==> config.mk <==
export PLATFORM = sky130hd
export DESIGN_NAME = alu_feedback_path
export DESIGN_NICKNAME = d
export VERILOG_FILES = /design/src/rtl/alu_config_pkg.sv /design/src/rtl/alu_feedback_pkg.sv /design/src/rtl/alu_feedback_path.sv /design/src/rtl/delay_line.sv /design/src/rtl/s_register_file.sv /design/src/rtl/thread_counter.sv
export SDC_FILE = /design/constraint.sdc
export NUM_CORES = 1
export LEC_CHECK = 0
export BUFFER_PORTS_ARGS = -buffer_cell sky130_fd_sc_hd__buf_2
export CAP_MARGIN = 25
export CORE_ASPECT_RATIO = 1.5
export CORE_UTILIZATION = 35
export DETAILED_ROUTE_END_ITERATION = 10
export PLACE_DENSITY = 0.56
export SYNTH_ARGS = -nofsm -noshare
export SYNTH_HDL_FRONTEND = slang
export SYNTH_SLANG_ARGS = --single-unit
==> constraint.sdc <==
create_clock -name clock -period 7.8 [get_ports clock]
set_input_delay 1.95 -clock clock [delete_from_list [all_inputs] [get_ports clock]]
set_output_delay 1.95 -clock clock [all_outputs]
set_load 0.1 [all_outputs]
==> src/rtl/alu_config_pkg.sv <==
// ALU feedback path configuration
// Sizing, S address and pipeline depth constants with the basic word types

`default_nettype none

package alu_config_pkg;

    // --------------------
    // Data and address widths

    localparam int WORD_WIDTH = 16;
    localparam int ADDR_WIDTH = 10;

    // Write address that selects the S register
    localparam logic [ADDR_WIDTH-1:0] S_WRITE_ADDR = 10'h3F8;

    // --------------------
    // Multithreading

    // Barrel pipeline needs at least two threads
    localparam int THREAD_COUNT = 4;
    localparam int THREAD_WIDTH = $clog2(THREAD_COUNT);

    // --------------------
    // Pipeline depths

    localparam int IN_SYNC_DEPTH  = 2;
    localparam int OUT_SYNC_DEPTH = 1;

    // Input sync, one flag/R register stage, then output sync
    localparam int FEEDBACK_LATENCY = IN_SYNC_DEPTH + 1 + OUT_SYNC_DEPTH;

    typedef logic [WORD_WIDTH-1:0]   word_t;
    typedef logic [ADDR_WIDTH-1:0]   addr_t;
    typedef logic [THREAD_WIDTH-1:0] thread_t;

endpackage

`default_nettype wire

==> src/rtl/alu_feedback_pkg.sv <==
// ALU feedback path payloads
// Packed structs for the ALU results coming in and the feedback going out

`default_nettype none

package alu_feedback_pkg;

    import alu_config_pkg::*;

    // --------------------
    // Instruction results from the ALU

    // 44 bits, MSB first as listed
    typedef struct packed {
        // Instruction was not stalled on I/O
        logic  io_ready;
        // Instruction was annulled, must not commit
        logic  cancel;
        // Write address of the second result
        addr_t db;
        // First result, returned as R
        word_t ra;
        // Second result, candidate for S
        word_t rb;
    } alu_result_t;

    // --------------------
    // Feedback to the forward path

    // 34 bits
    typedef struct packed {
        // Previous result
        word_t r;
        // R is all zero
        logic  r_zero;
        // Top bit of R is set
        logic  r_negative;
        // Stored result of the thread
        word_t s;
    } feedback_t;

endpackage

`default_nettype wire

==> src/rtl/alu_feedback_path.sv <==
// ALU feedback path
// Returns R, its zero and negative flags, and the per-thread stored result S
// to the forward path, four cycles after the ALU results arrive

`timescale 1ns/1ps
`default_nettype none

module alu_feedback_path
    import alu_config_pkg::*;
    import alu_feedback_pkg::*;
(
    input  wire         clock,
    input  wire         arst_n,
    input  alu_result_t result,
    output feedback_t   feedback
);

    // --------------------
    // Stages 3 and 2

    // Bring the ALU results up to stage 1
    alu_result_t stage1;

    delay_line #(
        .DEPTH     (IN_SYNC_DEPTH),
        .payload_t (alu_result_t)
    ) input_sync (
        .clock  (clock),
        .arst_n (arst_n),
        .in     (result),
        .out    (stage1)
    );

    // --------------------
    // Stage 1, S write

    // Commit only real instructions: not stalled, not cancelled
    logic s_write_enable;

    // Single S address, plain equality compare
    assign s_write_enable = stage1.io_ready && !stage1.cancel
                            && (stage1.db == S_WRITE_ADDR);

    thread_t s_write_thread;
    thread_t s_read_thread;

    thread_counter thread_counter (
        .clock   (clock),
        .arst_n  (arst_n),
        .current (s_write_thread),
        .next    (s_read_thread)
    );

    // Read address one thread ahead
    // so the word is out when that thread reaches stage 0
    word_t s_stage0;

    s_register_file s_register_file (
        .clock        (clock),
        .write_enable (s_write_enable),
        .write_thread (s_write_thread),
        .write_data   (stage1.rb),
        .read_thread  (s_read_thread),
        .read_data    (s_stage0)
    );

    // --------------------
    // Stage 1, R flags

    logic r_zero_raw;
    logic r_negative_raw;

    assign r_zero_raw     = (stage1.ra == '0);
    // Two's complement sign bit
    assign r_negative_raw = stage1.ra[WORD_WIDTH-1];

    // R and flags into stage 0, lined up with the S read
    word_t ra_stage0;
    logic  r_zero_stage0;
    logic  r_negative_stage0;

    always_ff @(posedge clock or negedge arst_n) begin
        if (!arst_n) begin
            ra_stage0         <= '0;
            r_zero_stage0     <= 1'b0;
            r_negative_stage0 <= 1'b0;
        end else begin
            ra_stage0         <= stage1.ra;
            r_zero_stage0     <= r_zero_raw;
            r_negative_stage0 <= r_negative_raw;
        end
    end

    // --------------------
    // Stage 0

    feedback_t feedback_stage0;

    always_comb begin
        feedback_stage0.r          = ra_stage0;
        feedback_stage0.r_zero     = r_zero_stage0;
        feedback_stage0.r_negative = r_negative_stage0;
        feedback_stage0.s          = s_stage0;
    end

    // Output register toward the forward path
    delay_line #(
        .DEPTH     (OUT_SYNC_DEPTH),
        .payload_t (feedback_t)
    ) output_sync (
        .clock  (clock),
        .arst_n (arst_n),
        .in     (feedback_stage0),
        .out    (feedback)
    );

    // --------------------
    // Checks

    // A cancelled instruction never reaches the S write once through the input sync
    assert property (@(posedge clock) disable iff (!arst_n)
        arst_n && result.cancel |-> ##IN_SYNC_DEPTH !s_write_enable)
        else $error("S written by a cancelled instruction");

endmodule

`default_nettype wire

==> src/rtl/delay_line.sv <==
// Delay line
// Chain of DEPTH registers over any payload type, cleared on reset

`timescale 1ns/1ps
`default_nettype none

module delay_line
    import alu_config_pkg::*;
#(
    parameter int  DEPTH     = 1,
    // Plain word unless the instance says otherwise
    parameter type payload_t = word_t
) (
    input  wire      clock,
    input  wire      arst_n,
    input  payload_t in,
    output payload_t out
);

    // --------------------
    // Register chain

    // Index 0 takes the input, last index drives the output
    payload_t stages [DEPTH];

    always_ff @(posedge clock or negedge arst_n) begin
        if (!arst_n) begin
            for (int i = 0; i < DEPTH; i++) begin
                stages[i] <= '0;
            end
        end else begin
            stages[0] <= in;
            // Shift one step toward the output
            for (int i = 1; i < DEPTH; i++) begin
                stages[i] <= stages[i-1];
            end
        end
    end

    // Latency equals DEPTH
    assign out = stages[DEPTH-1];

endmodule

`default_nettype wire

==> src/rtl/s_register_file.sv <==
// S register file
// Simple dual-port memory with one S word per thread and a registered read

`timescale 1ns/1ps
`default_nettype none

module s_register_file
    import alu_config_pkg::*;
(
    input  wire     clock,

    // Write port, from stage 1
    input  wire     write_enable,
    input  thread_t write_thread,
    input  word_t   write_data,

    // Read port, always enabled
    input  thread_t read_thread,
    output word_t   read_data
);

    // --------------------
    // Storage

    // Contents undefined until each thread writes
    word_t mem [THREAD_COUNT];

    // Write side
    always_ff @(posedge clock) begin
        if (write_enable) begin
            mem[write_thread] <= write_data;
        end
    end

    // --------------------
    // Registered read

    // Same-cycle write to the same word returns the old word
    always_ff @(posedge clock) begin
        read_data <= mem[read_thread];
    end

    // --------------------
    // Checks

    // Read leads write by one thread, so the two ports never collide
    assert property (@(posedge clock)
        write_enable |-> write_thread != read_thread)
        else $error("S write targets the thread being read");

endmodule

`default_nettype wire

==> src/rtl/thread_counter.sv <==
// Thread counter
// Round-robin current and next thread numbers for the barrel pipeline

`timescale 1ns/1ps
`default_nettype none

module thread_counter
    import alu_config_pkg::*;
(
    input  wire     clock,
    input  wire     arst_n,
    output thread_t current,
    output thread_t next
);

    // Starts behind by the input sync depth
    // so current matches the thread in stage 1
    localparam thread_t RESET_THREAD =
        thread_t'((THREAD_COUNT - (IN_SYNC_DEPTH % THREAD_COUNT)) % THREAD_COUNT);

    localparam thread_t LAST_THREAD = thread_t'(THREAD_COUNT - 1);

    // --------------------
    // Next thread, wraps at THREAD_COUNT

    always_comb begin
        if (current == LAST_THREAD) begin
            next = '0;
        end else begin
            next = current + 1'b1;
        end
    end

    // One thread per cycle, never holds
    always_ff @(posedge clock or negedge arst_n) begin
        if (!arst_n) begin
            current <= RESET_THREAD;
        end else begin
            current <= next;
        end
    end

    // --------------------
    // Checks

    // Next is current plus one, modulo the thread count
    assert property (@(posedge clock) disable iff (!arst_n)
        int'(next) == (int'(current) + 1) % THREAD_COUNT)
        else $error("thread_counter next is not current plus one modulo the thread count");

endmodule

`default_nettype wire

==> impl_summary.md, run 1 <==
Status
The flow ran to the end, but the final reports show violations. The checks that failed: design-rule violations.

Finish
The number of nets in the finished design is 415. Excluding fillers, the count of instances in the completed layout stands at ~600. After filler insertion, the fill cell instance count of the layout stands at 1579. From synthesis to final layout, the design area changed by 22.2%. The final core utilization is 0.435. Of the cells placed in the final design, the portion with a size suffix greater than 1 is 0.340.

The finished cells cover ~0.0078 mm^2. The repair_antennas step left the layout with diodes totalling 0.

Critical path
The worst setup path is launched from a flip-flop. Together, buffers and inverters on the worst path number 1. STA classifies the critical path endpoint as an output pin. In this run the worst path has a maximum fanout of 1.

The critical path class is flip-flop to output pin. On the worst path, the slowest cell contributes a delay of 0.43 ns. On the critical path the largest part of the delay comes from buffers and inverters.

Traced cell by cell, the critical path runs through buf_2. The data arrival time of the critical path is 1.26 ns. Data on the critical path is required at its endpoint by around 5.9 ns. The slowest stage of the critical path belongs to the cell buf_2.

STA
The hold violation count in the final report is 0. Setup repair after global routing left no endpoint under its margin. The count of endpoints failing setup in the final report is 0. The clock arrives with slightly below 0.009 ns of skew.

After routing, the total negative slack on setup checks comes to 0 ns. The worst path meets setup with approximately 4.6 ns of slack. The shortest clock period the worst path allows after layout is roughly 3.2 ns. The maximum clock frequency is 0.312 GHz. The post-route fraction of the period consumed by the critical path is 0.411. The max-slew violation count is 0. The worst slew margin relative to its limit is 0.492. At the pin with the least slew margin, the transition time is about 0.76 ns.

The worst hold margin is between 0.3 and 0.4 ns.

Detailed routing
The first-pass detailed-route iteration total is 7. The mean number of vias per cell is approximately 4.4. After detailed routing, the average wire length per cell comes to between 15 and 20 um. For this block, the initial DRC count from the detailed router was approximately 110. Once detail routing completed, the nets flagged for antenna violations numbered 0. The routed design has 9280 um of wire. The overall via count from detail_route is ~2600. In the routed design, unresolved DRC markers number 1.

Synth
The synthesized design contains 220 register bits. The synthesized net count is between 300 and 400. The most used flip-flop cell after synthesis is dfrtp_1. The area of the mapped netlist is approximately 0.0064 mm^2.

The cell taking the most area after synthesis is dfrtp_1. The cell count after synthesis came out at approximately 260. The share of the yosys chip area belonging to registers is 0.904. The share of the synthesized area in the top cell type is 0.547. Ranked by instance count, the synthesized netlist is headed by dfrtp_1, edfxtp_1, dfxtp_1. For this run, the number of Yosys warnings is 0. Among all cell types in the netlist, the one instantiated most often is dfrtp_1. After synthesis, the netlist uses 18 different library cells. In this run, synthesis inferred 64 flip-flops with an integrated enable.

After synthesis, the mean cell area works out to between 20 and 25 um^2. Ranked by total cell area, the synthesized netlist is headed by dfrtp_1, edfxtp_1, dfxtp_1, mux4_2, mux4_1. For this run, asynchronously set or reset flops after synthesis account for 0.636.

GRT
The maximum number of pins on one net before global-route repair is a little over 90. Summed over all layers, the global routing overflow is 0. The first global-routing pass estimated approximately 15000 um of wire. The via count of the first global-routing pass came to about 2900. The initial antenna violation count came to 0. The total routing resource utilization after global routing is 0.104.

Power and ir drop
Summing internal, switching and leakage power gives ~2.3 mW. Power spread over the standard cell area amounts to approximately 300 mW/mm^2. In this run the static leakage power is about 3.2 nW. VDD sags by at most 0.000210 V.

Clock tree
The sink count of the clock tree is between 200 and 250. The buffer levels on the longest clock path is 3. Clock latency on the worst-skew pair, taken at its later pin, is roughly 0.48 ns. The number of H-tree levels is 1. The tree is rooted in a clkbuf_16. The number of CTS-inserted buffers is 20. TritonCTS built the clock tree. Hold repair after CTS inserted 0 buffers. The clock-pin slew on the worst setup and hold paths is 0.06 ns.

The number of setup buffers added after CTS is 0. After clock tree synthesis, the repair step resized 0 gates.

Worst hold path
The worst hold-check path type is flip-flop to flip-flop.

Place
The HPWL reported at the end of detailed placement is around 5500 um. The number of placed cells counting well taps is between 500 and 600. The post-placement setup slack is ~4.3 ns. The post-detailed-placement cell area is a little over 0.007 mm^2. The final weighted congestion of routability-driven global placement is 0.725. In this run the tool buffered the top-level ports with roughly 80 buffer cells.

Floorplan
The initialized floorplan defines 60 standard-cell rows. The height of the chip is roughly 170 um. The area enclosed by the die boundary is between 0.015 and 0.02 mm^2.

The core region is 0.0179 mm^2. The horizontal extent of the die is around 110 um. The count of boundary I/O pins is 80. The initial utilization of the core area, before any placement, comes to 0.356.

Flow run
The total of max-cap violations is 0.
[per-layer routing]
metal,global-route usage,share of wire,routed length (um)
met5,0,0,0
met4,0.0446,0.026,242
met3,0.0320,0.063,581
met2,0.187,0.54,5050
met1,0.114,0.37,3410
[final timing paths]
check                                                to  depth (start not counted)  slack, ns                         start
max in group asynchronous            input_sync.out[26]                          3       5.18                        arst_n
hold / removal                       output_sync.out[7]                          0       0.33  s_register_file.read_data[7]
setup / recovery                           feedback[23]                          1       4.59           output_sync.out[23]
setup reg to reg           s_register_file.read_data[4]                          3       5.70     thread_counter.current[0]
hold reg to reg                      output_sync.out[7]                          0       0.33  s_register_file.read_data[7]
min in group asynchronous         input_sync.stages[84]                          1       1.41                        arst_n
[where the power goes]
group	switching [mW]	total, mW	leakage, nW	internal [mW]
Sequential	0.0134	1.23	2.34	1.22
Combinational	0.0535	0.0671	0.540	0.0136
Clock	0.389	0.999	0.340	0.610
Total	0.456	2.30	3.22	1.84
[placed cells by master (no fill, tap or decap), drive strengths merged]
master and n:
dfrtp 139, inv 2, dfstp 1, buf 85, and4 1, edfxtp 64
ha 4, dfxtp 16, clkinv 5, nand4b 1, bufinv 2, nor2 1
nor4 8, nand4bb 4, clkbuf 29, nand4 1, mux4 16
[cell families after synthesis]
group,count (synthesis),share of synthesized area
adder cells (fa/ha/maj),4,0.00787
buffers and inverters,6,0.00689
flip-flops,220,0.904
multiplexers,16,0.0608
AND/OR/NAND/NOR,16,0.0205
[area by class of cell]
class	count	area, um^2	share of cell area
inverter	2	7.51	0.000966
clock inverter	7	86.3	0.0111
multi-input combinational	36	592	0.0762
clock buffer	29	608	0.0782
tap	217	272	0.0349
sequential	220	5750	0.739
timing repair buffer	85	459	0.0591
[flip-flops by register name, indices dropped and copies added, names as in the netlist]
signal                     cells
input_sync.out                44
input_sync.stages             44
output_sync.out               33
r_negative_stage0              1
r_zero_stage0                  1
ra_stage0                     15
s_register_file.mem           64
s_register_file.read_data     16
thread_counter.current         2
(Power assumes the default switching activity.)
==> run 2: changes to the inputs <==
Clock period 7.8 ns to 3.24 ns, I/O delays scaled along.
==> run 2 against run 1 <==
The run still ends with design-rule violations left. Power up 130%. Routed wire length grew 1.7%. Clock skew up 0.0043 ns. Cell count is 0.17% higher. Worst hold slack got worse by 0.011 ns. Clock-buffer cell count grew 1. Non-clock buffer count did not move. Clock power grew 120%. Critical path depth did not move. Sequential power rose by 140%. Via count about the same. Critical endpoint is now feedback[27].
==> impl_summary.md, run 2 (synthesized netlist as in run 1, its figures left out) <==
Finish
The antenna diode count is 0 (unchanged). The cell area after layout is 0.00771 mm^2 (was 0.00777 mm^2). The register containing the most flip-flops in the final layout is s_register_file.mem (unchanged). The flip-flop count of the largest register, all copies and words added is 64 (unchanged). The layout overhead on the synthesized area is 21.3% (was 22.2%). The most common cell after layout, fill and taps aside is dfrtp_1 (unchanged). The filler cell count is 1560 (was 1579).

Most used cells in the layout excluding fill and tap cells: dfrtp_1, buf_2, edfxtp_1 (unchanged). The layout cell share with drive strength beyond 1 is 0.345 (was 0.340). The number of nets in the finished design came to 416 (was 415).

Detailed routing
The first-pass detailed-route iteration total came to 7 (unchanged). The overall routed net length came to 9440 um (was 9280 um). The count of antenna-violating nets left after detailed routing came to 0 (unchanged). The post-detailed-route DRC marker count came to 1 (unchanged). The mean number of vias per cell is 4.35 (about the same). The routed wirelength normalized by instance count came to 15.8 um (was 15.6 um). The overall via count from detail_route is 2597 (was 2595).

The violation count after the first detailed-route iteration is 109 (was 107).

STA
The transition time of the tightest slew-check pin was 0.758 ns (was 0.762 ns). The worst path needs roughly 2.1 ns of the cycle, external delays included. Derived from the worst setup path, the maximum achievable clock frequency is 0.487 GHz. The post-route worst setup slack is 1.19 ns (was 4.59 ns). The aggregate negative setup slack was 0 ns (unchanged). Unrepaired setup endpoints after global routing: no (unchanged). Dividing the final minimum period by the clock period gives 0.634. The count of endpoints failing setup in the final report is 0 (unchanged).

The final clock skew was 0.0129 ns (was 0.00865 ns). The hold violation count in the final report is 0 (unchanged). The max-slew violation count is 0 (unchanged). The worst slew margin relative to its limit is 0.495 (was 0.492).

Place
The HPWL reported at the end of detailed placement is 5840 um (was 5500 um). The post-placement setup slack is 1.17 ns (was 4.34 ns). The number of I/O port buffers is 79 (unchanged). The final weighted congestion of routability-driven global placement is 0.722 (was 0.725). The post-detailed-placement cell area is 0.00708 mm^2 (was 0.00706 mm^2).

Critical path
The cell with the biggest individual delay on the critical path is buf_2 (unchanged). The maximum fanout along the worst path is 1 (unchanged). The data required time of the worst path is 2.43 ns (was 5.85 ns).

The kind of end point of the critical path is an output pin (unchanged). The cell class contributing the biggest share of worst-path delay is buffers and inverters (unchanged). Cell-by-cell listing of the critical path: buf_2 (unchanged). The largest incremental delay on the critical path was 0.43 ns (about the same). The critical path class is flip-flop to output pin (unchanged). The data arrival time of the critical path is 1.24 ns (was 1.26 ns). The nature of the critical path startpoint is a flip-flop (unchanged). The buffer and inverter count on the worst path is 1 (unchanged).

Floorplan
The area of the core region is 0.0179 mm^2 (unchanged). The height of the chip was 167 um (unchanged). The row count was 60 (unchanged).

The count of boundary I/O pins is 80 (unchanged). The starting density of the core is 0.356 (unchanged). The horizontal extent of the die is 112 um (unchanged). The area enclosed by the die boundary is 0.0187 mm^2 (unchanged).

GRT
The overflow left after global routing is 0 (unchanged). The total routing resource utilization after global routing was 0.107 (was 0.104). The initial antenna violation count is 0 (unchanged). The via count of the first global-routing pass is 2998 (was 2906). The global-route wire length before repair is 15300 um (was 14900 um). The maximum number of pins on one net before global-route repair is 69 (was 92).

Clock tree
The number of CTS-inserted buffers is 21 (was 20). The buffer levels on the longest clock path is 3 (unchanged). The clock-pin slew on the worst setup and hold paths came to 0.06 ns (about the same). The latest clock arrival within the worst-skew pair came to 0.48 ns (about the same).

The post-cts hold buffer count is 0 (unchanged). The buffer count from post-CTS setup fixing came to 0 (unchanged). The number of H-tree levels is 1 (unchanged). The clock tree from TritonCTS is done (unchanged).

The number of resized instances in the post-cts repair step came to 0 (unchanged). The sink count of the clock tree came to 220 (unchanged). The cell at the root of the clock tree is clkbuf_16 (unchanged).

Power and ir drop
The net switching power is 1.11 mW (was 0.456 mW). The part of the power in combinational logic is 0.030 (was 0.029). The static leakage power is 3.19 nW (was 3.22 nW).

The clock share of power is 0.415 (was 0.435). The power per cell area is 693 mW/mm^2 (was 295 mW/mm^2). The maximum VDD drop is 0.000507 V (was 0.000210 V).

The switching part of the total power is 0.207 (was 0.198). The sequential fraction of design power came to 0.555 (was 0.536). The internal cell power is 4.24 mW (was 1.84 mW).

Status
Outcome: finished, violations left (unchanged). Violations in the final reports: design-rule violations (unchanged).

Flow run
The total of max-cap violations is 0 (unchanged).

Worst hold path
The worst hold-check path type is input pin to asynchronous set/reset pin (was flip-flop to flip-flop).
run 2: cell count changes in the layout (fill, tap and decap cells not counted), moves of 2 or more:
cell,previous run,this run
clkbuf_16,23,21
clkinv_2,2,4
clkbuf_8,1,3
bufinv_16,2,0
clkinv_1,2,0
run 2: worst paths after layout:
check | to | from | cells after the start | slack (ns)
setup reg to reg | s_register_file.read_data[3] | thread_counter.current[0] | 3 | 1.21
min in group clock | output_sync.out[11] | s_register_file.read_data[11] | 0 | 0.33
setup / recovery | feedback[27] | output_sync.out[27] | 1 | 1.19
hold / removal | input_sync.stages[85] | arst_n | 1 | 0.32
hold reg to reg | output_sync.out[11] | s_register_file.read_data[11] | 0 | 0.33
max in group asynchronous | output_sync.out[12] | arst_n | 2 | 2.14
run 2: layout make-up:
type                       count  area, um^2  share of cell area
clock buffer                  30         589              0.0764
clock inverter                 7        45.0             0.00584
inverter                       2        7.51            0.000974
multi-input combinational     36         592              0.0767
sequential                   220        5750               0.745
tap                          217         272              0.0352
timing repair buffer          85         459              0.0595
run 2: power by group through the flow:
stage               combinational [mW]  clock, mW  sequential (mW)
finish                           0.161       2.22             2.96
CTS                              0.166       2.29             2.96
floorplan                      0.00936          0             3.08
global placement                 0.163          0             3.01
global route                     0.174       2.42             2.97
detailed placement               0.166          0             3.02
run 2: layer usage:
metal	up-vias	GRT usage	wire length (um)
met5	-	0	0
met4	0	0.0522	303
met3	24	0.0306	648
met2	79	0.200	5240
met1	1336	0.108	3250
li1	1158	-	-
run 2: per-stage QoR:
| step | hold slack (ns) | util | total power, mW | std cells |
|---|---|---|---|---|
| global route | 0.327 | 0.432 | 5.56 | 597 |
| global placement | 0.318 | 0.396 | 3.18 | 560 |
| CTS | 0.328 | 0.432 | 5.43 | 597 |
| floorplan | 0.316 | - | 3.09 | 262 |
| detailed placement | 0.320 | 0.396 | 3.19 | 560 |
| finish | 0.316 | 0.432 | 5.34 | 597 |
==> run 3: changes to the inputs <==
Settings changed: PLACE_DENSITY 0.56 to 0.58.
Clock period 3.24 ns to 1.78 ns, I/O delays scaled along.
==> run 3 against run 2 <==
The flow still finishes with violations (design-rule violations). Cell count increased by 1.2%. Die area unchanged. Via count increased by 0.62%. Critical path depth unchanged. Combinational power increased by 90%. Utilization increased by 0.91 points. Highest routed layer unchanged.
==> impl_summary.md, run 3 (synthesized netlist as in run 1, its figures left out) <==
Status
Outcome: finished, violations left (unchanged). Violations in the final reports: design-rule violations (unchanged).

Worst hold path
The number of instances on the worst hold path is 1. The startpoint identified for the worst hold timing path is result[20]. The end of the worst hold path is input_sync.stages[64].

The worst hold-check path type is input pin to flip-flop (was input pin to asynchronous set/reset pin).

Clock tree
The latest clock arrival within the worst-skew pair is 0.49 ns (was 0.48 ns). The number of CTS-inserted buffers is 20 (was 21). The cell at the root of the clock tree is clkbuf_16 (unchanged). The buffer count from post-CTS setup fixing is 0 (unchanged).

The buffer levels on the longest clock path came to 3 (unchanged). The number of H-tree levels was 1 (unchanged). The sink count of the clock tree came to 220 (unchanged). The clock-pin slew on the worst setup and hold paths came to 0.06 ns (about the same). The clock tree from TritonCTS was done (unchanged).

STA
The worst slew margin relative to its limit was 0.667 (was 0.495). Timing would allow up to 0.585 GHz. The worst hold margin is 0.0607 ns (was 0.316 ns).

For the finished layout, the period the worst path requires is roughly 1.7 ns. The transition time of the tightest slew-check pin is 0.503 ns (was 0.758 ns). The hold violation count in the final report is 0 (unchanged).

The max-slew violation count is 0 (unchanged). The final clock skew is 0.0121 ns (was 0.0129 ns). Of the available clock period, the critical path in the final layout requires 0.961. The count of endpoints failing setup in the final report is 0 (unchanged).

Unrepaired setup endpoints after global routing: yes (was no).

Power and ir drop
The net switching power is 1.96 mW (was 1.11 mW). The part of the power in combinational logic was 0.032 (was 0.030). The static leakage power is 3.27 nW (was 3.19 nW). The switching part of the total power came to 0.203 (was 0.207). The maximum VDD drop is 0.000844 V (was 0.000507 V). The clock share of power is 0.411 (was 0.415). The sequential fraction of design power came to 0.558 (was 0.555). The total power consumption of the routed design is 9.68 mW (was 5.34 mW). The power per cell area is 1230 mW/mm^2 (was 693 mW/mm^2).

The internal cell power is 7.72 mW (was 4.24 mW).

Critical path
The kind of end point of the critical path is an output pin (unchanged). The data required time of the worst path was 1.33 ns (was 2.43 ns). The buffer and inverter count on the worst path is 1 (unchanged). The data arrival time of the critical path was 1.27 ns (was 1.24 ns).

Cell-by-cell listing of the critical path: buf_2 (unchanged). The cell with the biggest individual delay on the critical path is buf_2 (unchanged). The path depth of the worst reg2reg path is 4 (was 3). The worst reg2reg path startpoint is thread_counter.current[0] (unchanged). The nature of the critical path startpoint is a flip-flop (unchanged). The maximum fanout along the worst path is 2 (was 1).

The largest incremental delay on the critical path is 0.43 ns (about the same). The setup slack of the most critical reg-to-reg path is 0.10 ns (was 1.21 ns). The cell class contributing the biggest share of worst-path delay is buffers and inverters (unchanged). The critical path class is flip-flop to output pin (unchanged). The reg-to-reg endpoint was s_register_file.read_data[2] (was s_register_file.read_data[3]).

Finish
The most common cell after layout, fill and taps aside is dfrtp_1 (unchanged). The register containing the most flip-flops in the final layout is s_register_file.mem (unchanged). The number of nets in the finished design is 423 (was 416). The flip-flop count of the largest register, all copies and words added came to 64 (unchanged). The layout cell share with drive strength beyond 1 is 0.349 (was 0.345).

Most used cells in the layout excluding fill and tap cells: dfrtp_1, buf_2, edfxtp_1 (unchanged). The filler cell count is 1545 (was 1560). The layout overhead on the synthesized area is 23.9% (was 21.3%).

The antenna diode count is 0 (unchanged).

Flow run
The total of max-cap violations was 0 (unchanged).

Detailed routing
The first-pass detailed-route iteration total is 7 (unchanged). The routed wirelength normalized by instance count came to 14.9 um (was 15.8 um). The mean number of vias per cell is 4.33 (was 4.35). The violation count after the first detailed-route iteration is 100 (was 109). The overall via count from detail_route is 2613 (was 2597). The count of antenna-violating nets left after detailed routing is 0 (unchanged). The post-detailed-route DRC marker count is 7 (was 1). The overall routed net length is 8990 um (was 9440 um).

Floorplan
The row count was 60 (unchanged). The count of boundary I/O pins is 80 (unchanged). The area of the core region is 0.0179 mm^2 (unchanged). The area enclosed by the die boundary is 0.0187 mm^2 (unchanged).

The horizontal extent of the die is 112 um (unchanged). The starting density of the core came to 0.356 (unchanged). The height of the chip is 167 um (unchanged).

GRT
The via count of the first global-routing pass is 2872 (was 2998). The overflow left after global routing is 0 (unchanged). The initial antenna violation count was 0 (unchanged). The maximum number of pins on one net before global-route repair is 41 (was 69). The total routing resource utilization after global routing is 0.103 (was 0.107).

The global-route wire length before repair is 14600 um (was 15300 um).

Place
The final weighted congestion of routability-driven global placement came to 0.748 (was 0.722). The HPWL reported at the end of detailed placement is 5720 um (was 5840 um). The number of I/O port buffers is 79 (unchanged).
-- run 3: cell count changes in the layout (fill, tap and decap cells not counted), moves of 2 or more --
cell / change
clkinv_2: -2
clkbuf_8: -2
buf_12: +6
nor4_4: +4
nor4_2: -4
clkbuf_1: +3
-- run 3: power by group through the flow --
stage               Sequential (mW)  Clock, mW  Combinational [mW]
global placement               5.49          0               0.310
finish                         5.40       3.98               0.306
detailed placement             5.50          0               0.313
floorplan                      5.61          0              0.0186
CTS                            5.40       4.13               0.316
global route                   5.41       4.34               0.330
-- run 3: how the worst max path moves through the flow --
stage,start,cells past startpoint,slack (ns),end
2_1_floorplan,input_sync.out[34],2,-0.32,s_register_file.mem[0][0]
3_3_place_gp,thread_counter.current[0],4,0.15,s_register_file.read_data[3]
3_5_place_dp,thread_counter.current[0],4,0.09,s_register_file.read_data[3]
4_1_cts,output_sync.out[33],1,0.03,feedback[33]
5_1_grt,output_sync.out[33],1,-0.001,feedback[16]
6_report,output_sync.out[33],1,0.07,feedback[33]
-- run 3: per-layer routing --
metal	track usage	vias to the layer above	share of wire
li1	-	1177	-
met1	0.108	1341	0.36
met2	0.186	73	0.54
met3	0.0287	22	0.063
met4	0.0516	0	0.033
met5	0	-	0
-- run 3: cell type report --
type / instances / area [um^2] / area share
well taps: 217 / 272 / 0.0345
inverters: 2 / 7.51 / 0.000953
clock inverters: 4 / 23.8 / 0.00302
clock buffers: 32 / 598 / 0.0760
multi-input cells: 36 / 629 / 0.0799
flip-flops and latches: 220 / 5750 / 0.730
repair buffers: 93 / 597 / 0.0758
-- run 3: through the flow --
stage / setup slack [ns] / utilization / instances / setup TNS (ns) / instance area (um^2)
2_1_floorplan: -0.324 / - / 262 / -16.50 / 6390
3_3_place_gp: 0.146 / 0.405 / 567 / 0 / 7240
3_5_place_dp: 0.0897 / 0.405 / 567 / 0 / 7240
4_1_cts: 0.0311 / 0.441 / 604 / 0 / 7870
5_1_grt: -0.000963 / 0.441 / 604 / -0.000963 / 7870
6_report: 0.0695 / 0.441 / 604 / 0 / 7870
-- run 3: worst register-to-register path: cells and delay by family, from the launching register on --
kind	cells	cell delay (ns)
simple gates	1	0.11
fa+ha+maj	1	0.24
mux	1	0.57
buf+inv	1	0.19
flops	1	0.44
-- run 3: what timing repair did --
action                                  4_1_cts  5_1_grt
resized for setup                             0        0
endpoints found under the hold margin        34        0
endpoints found under the setup margin        0        1
hold buffers                                  1        0
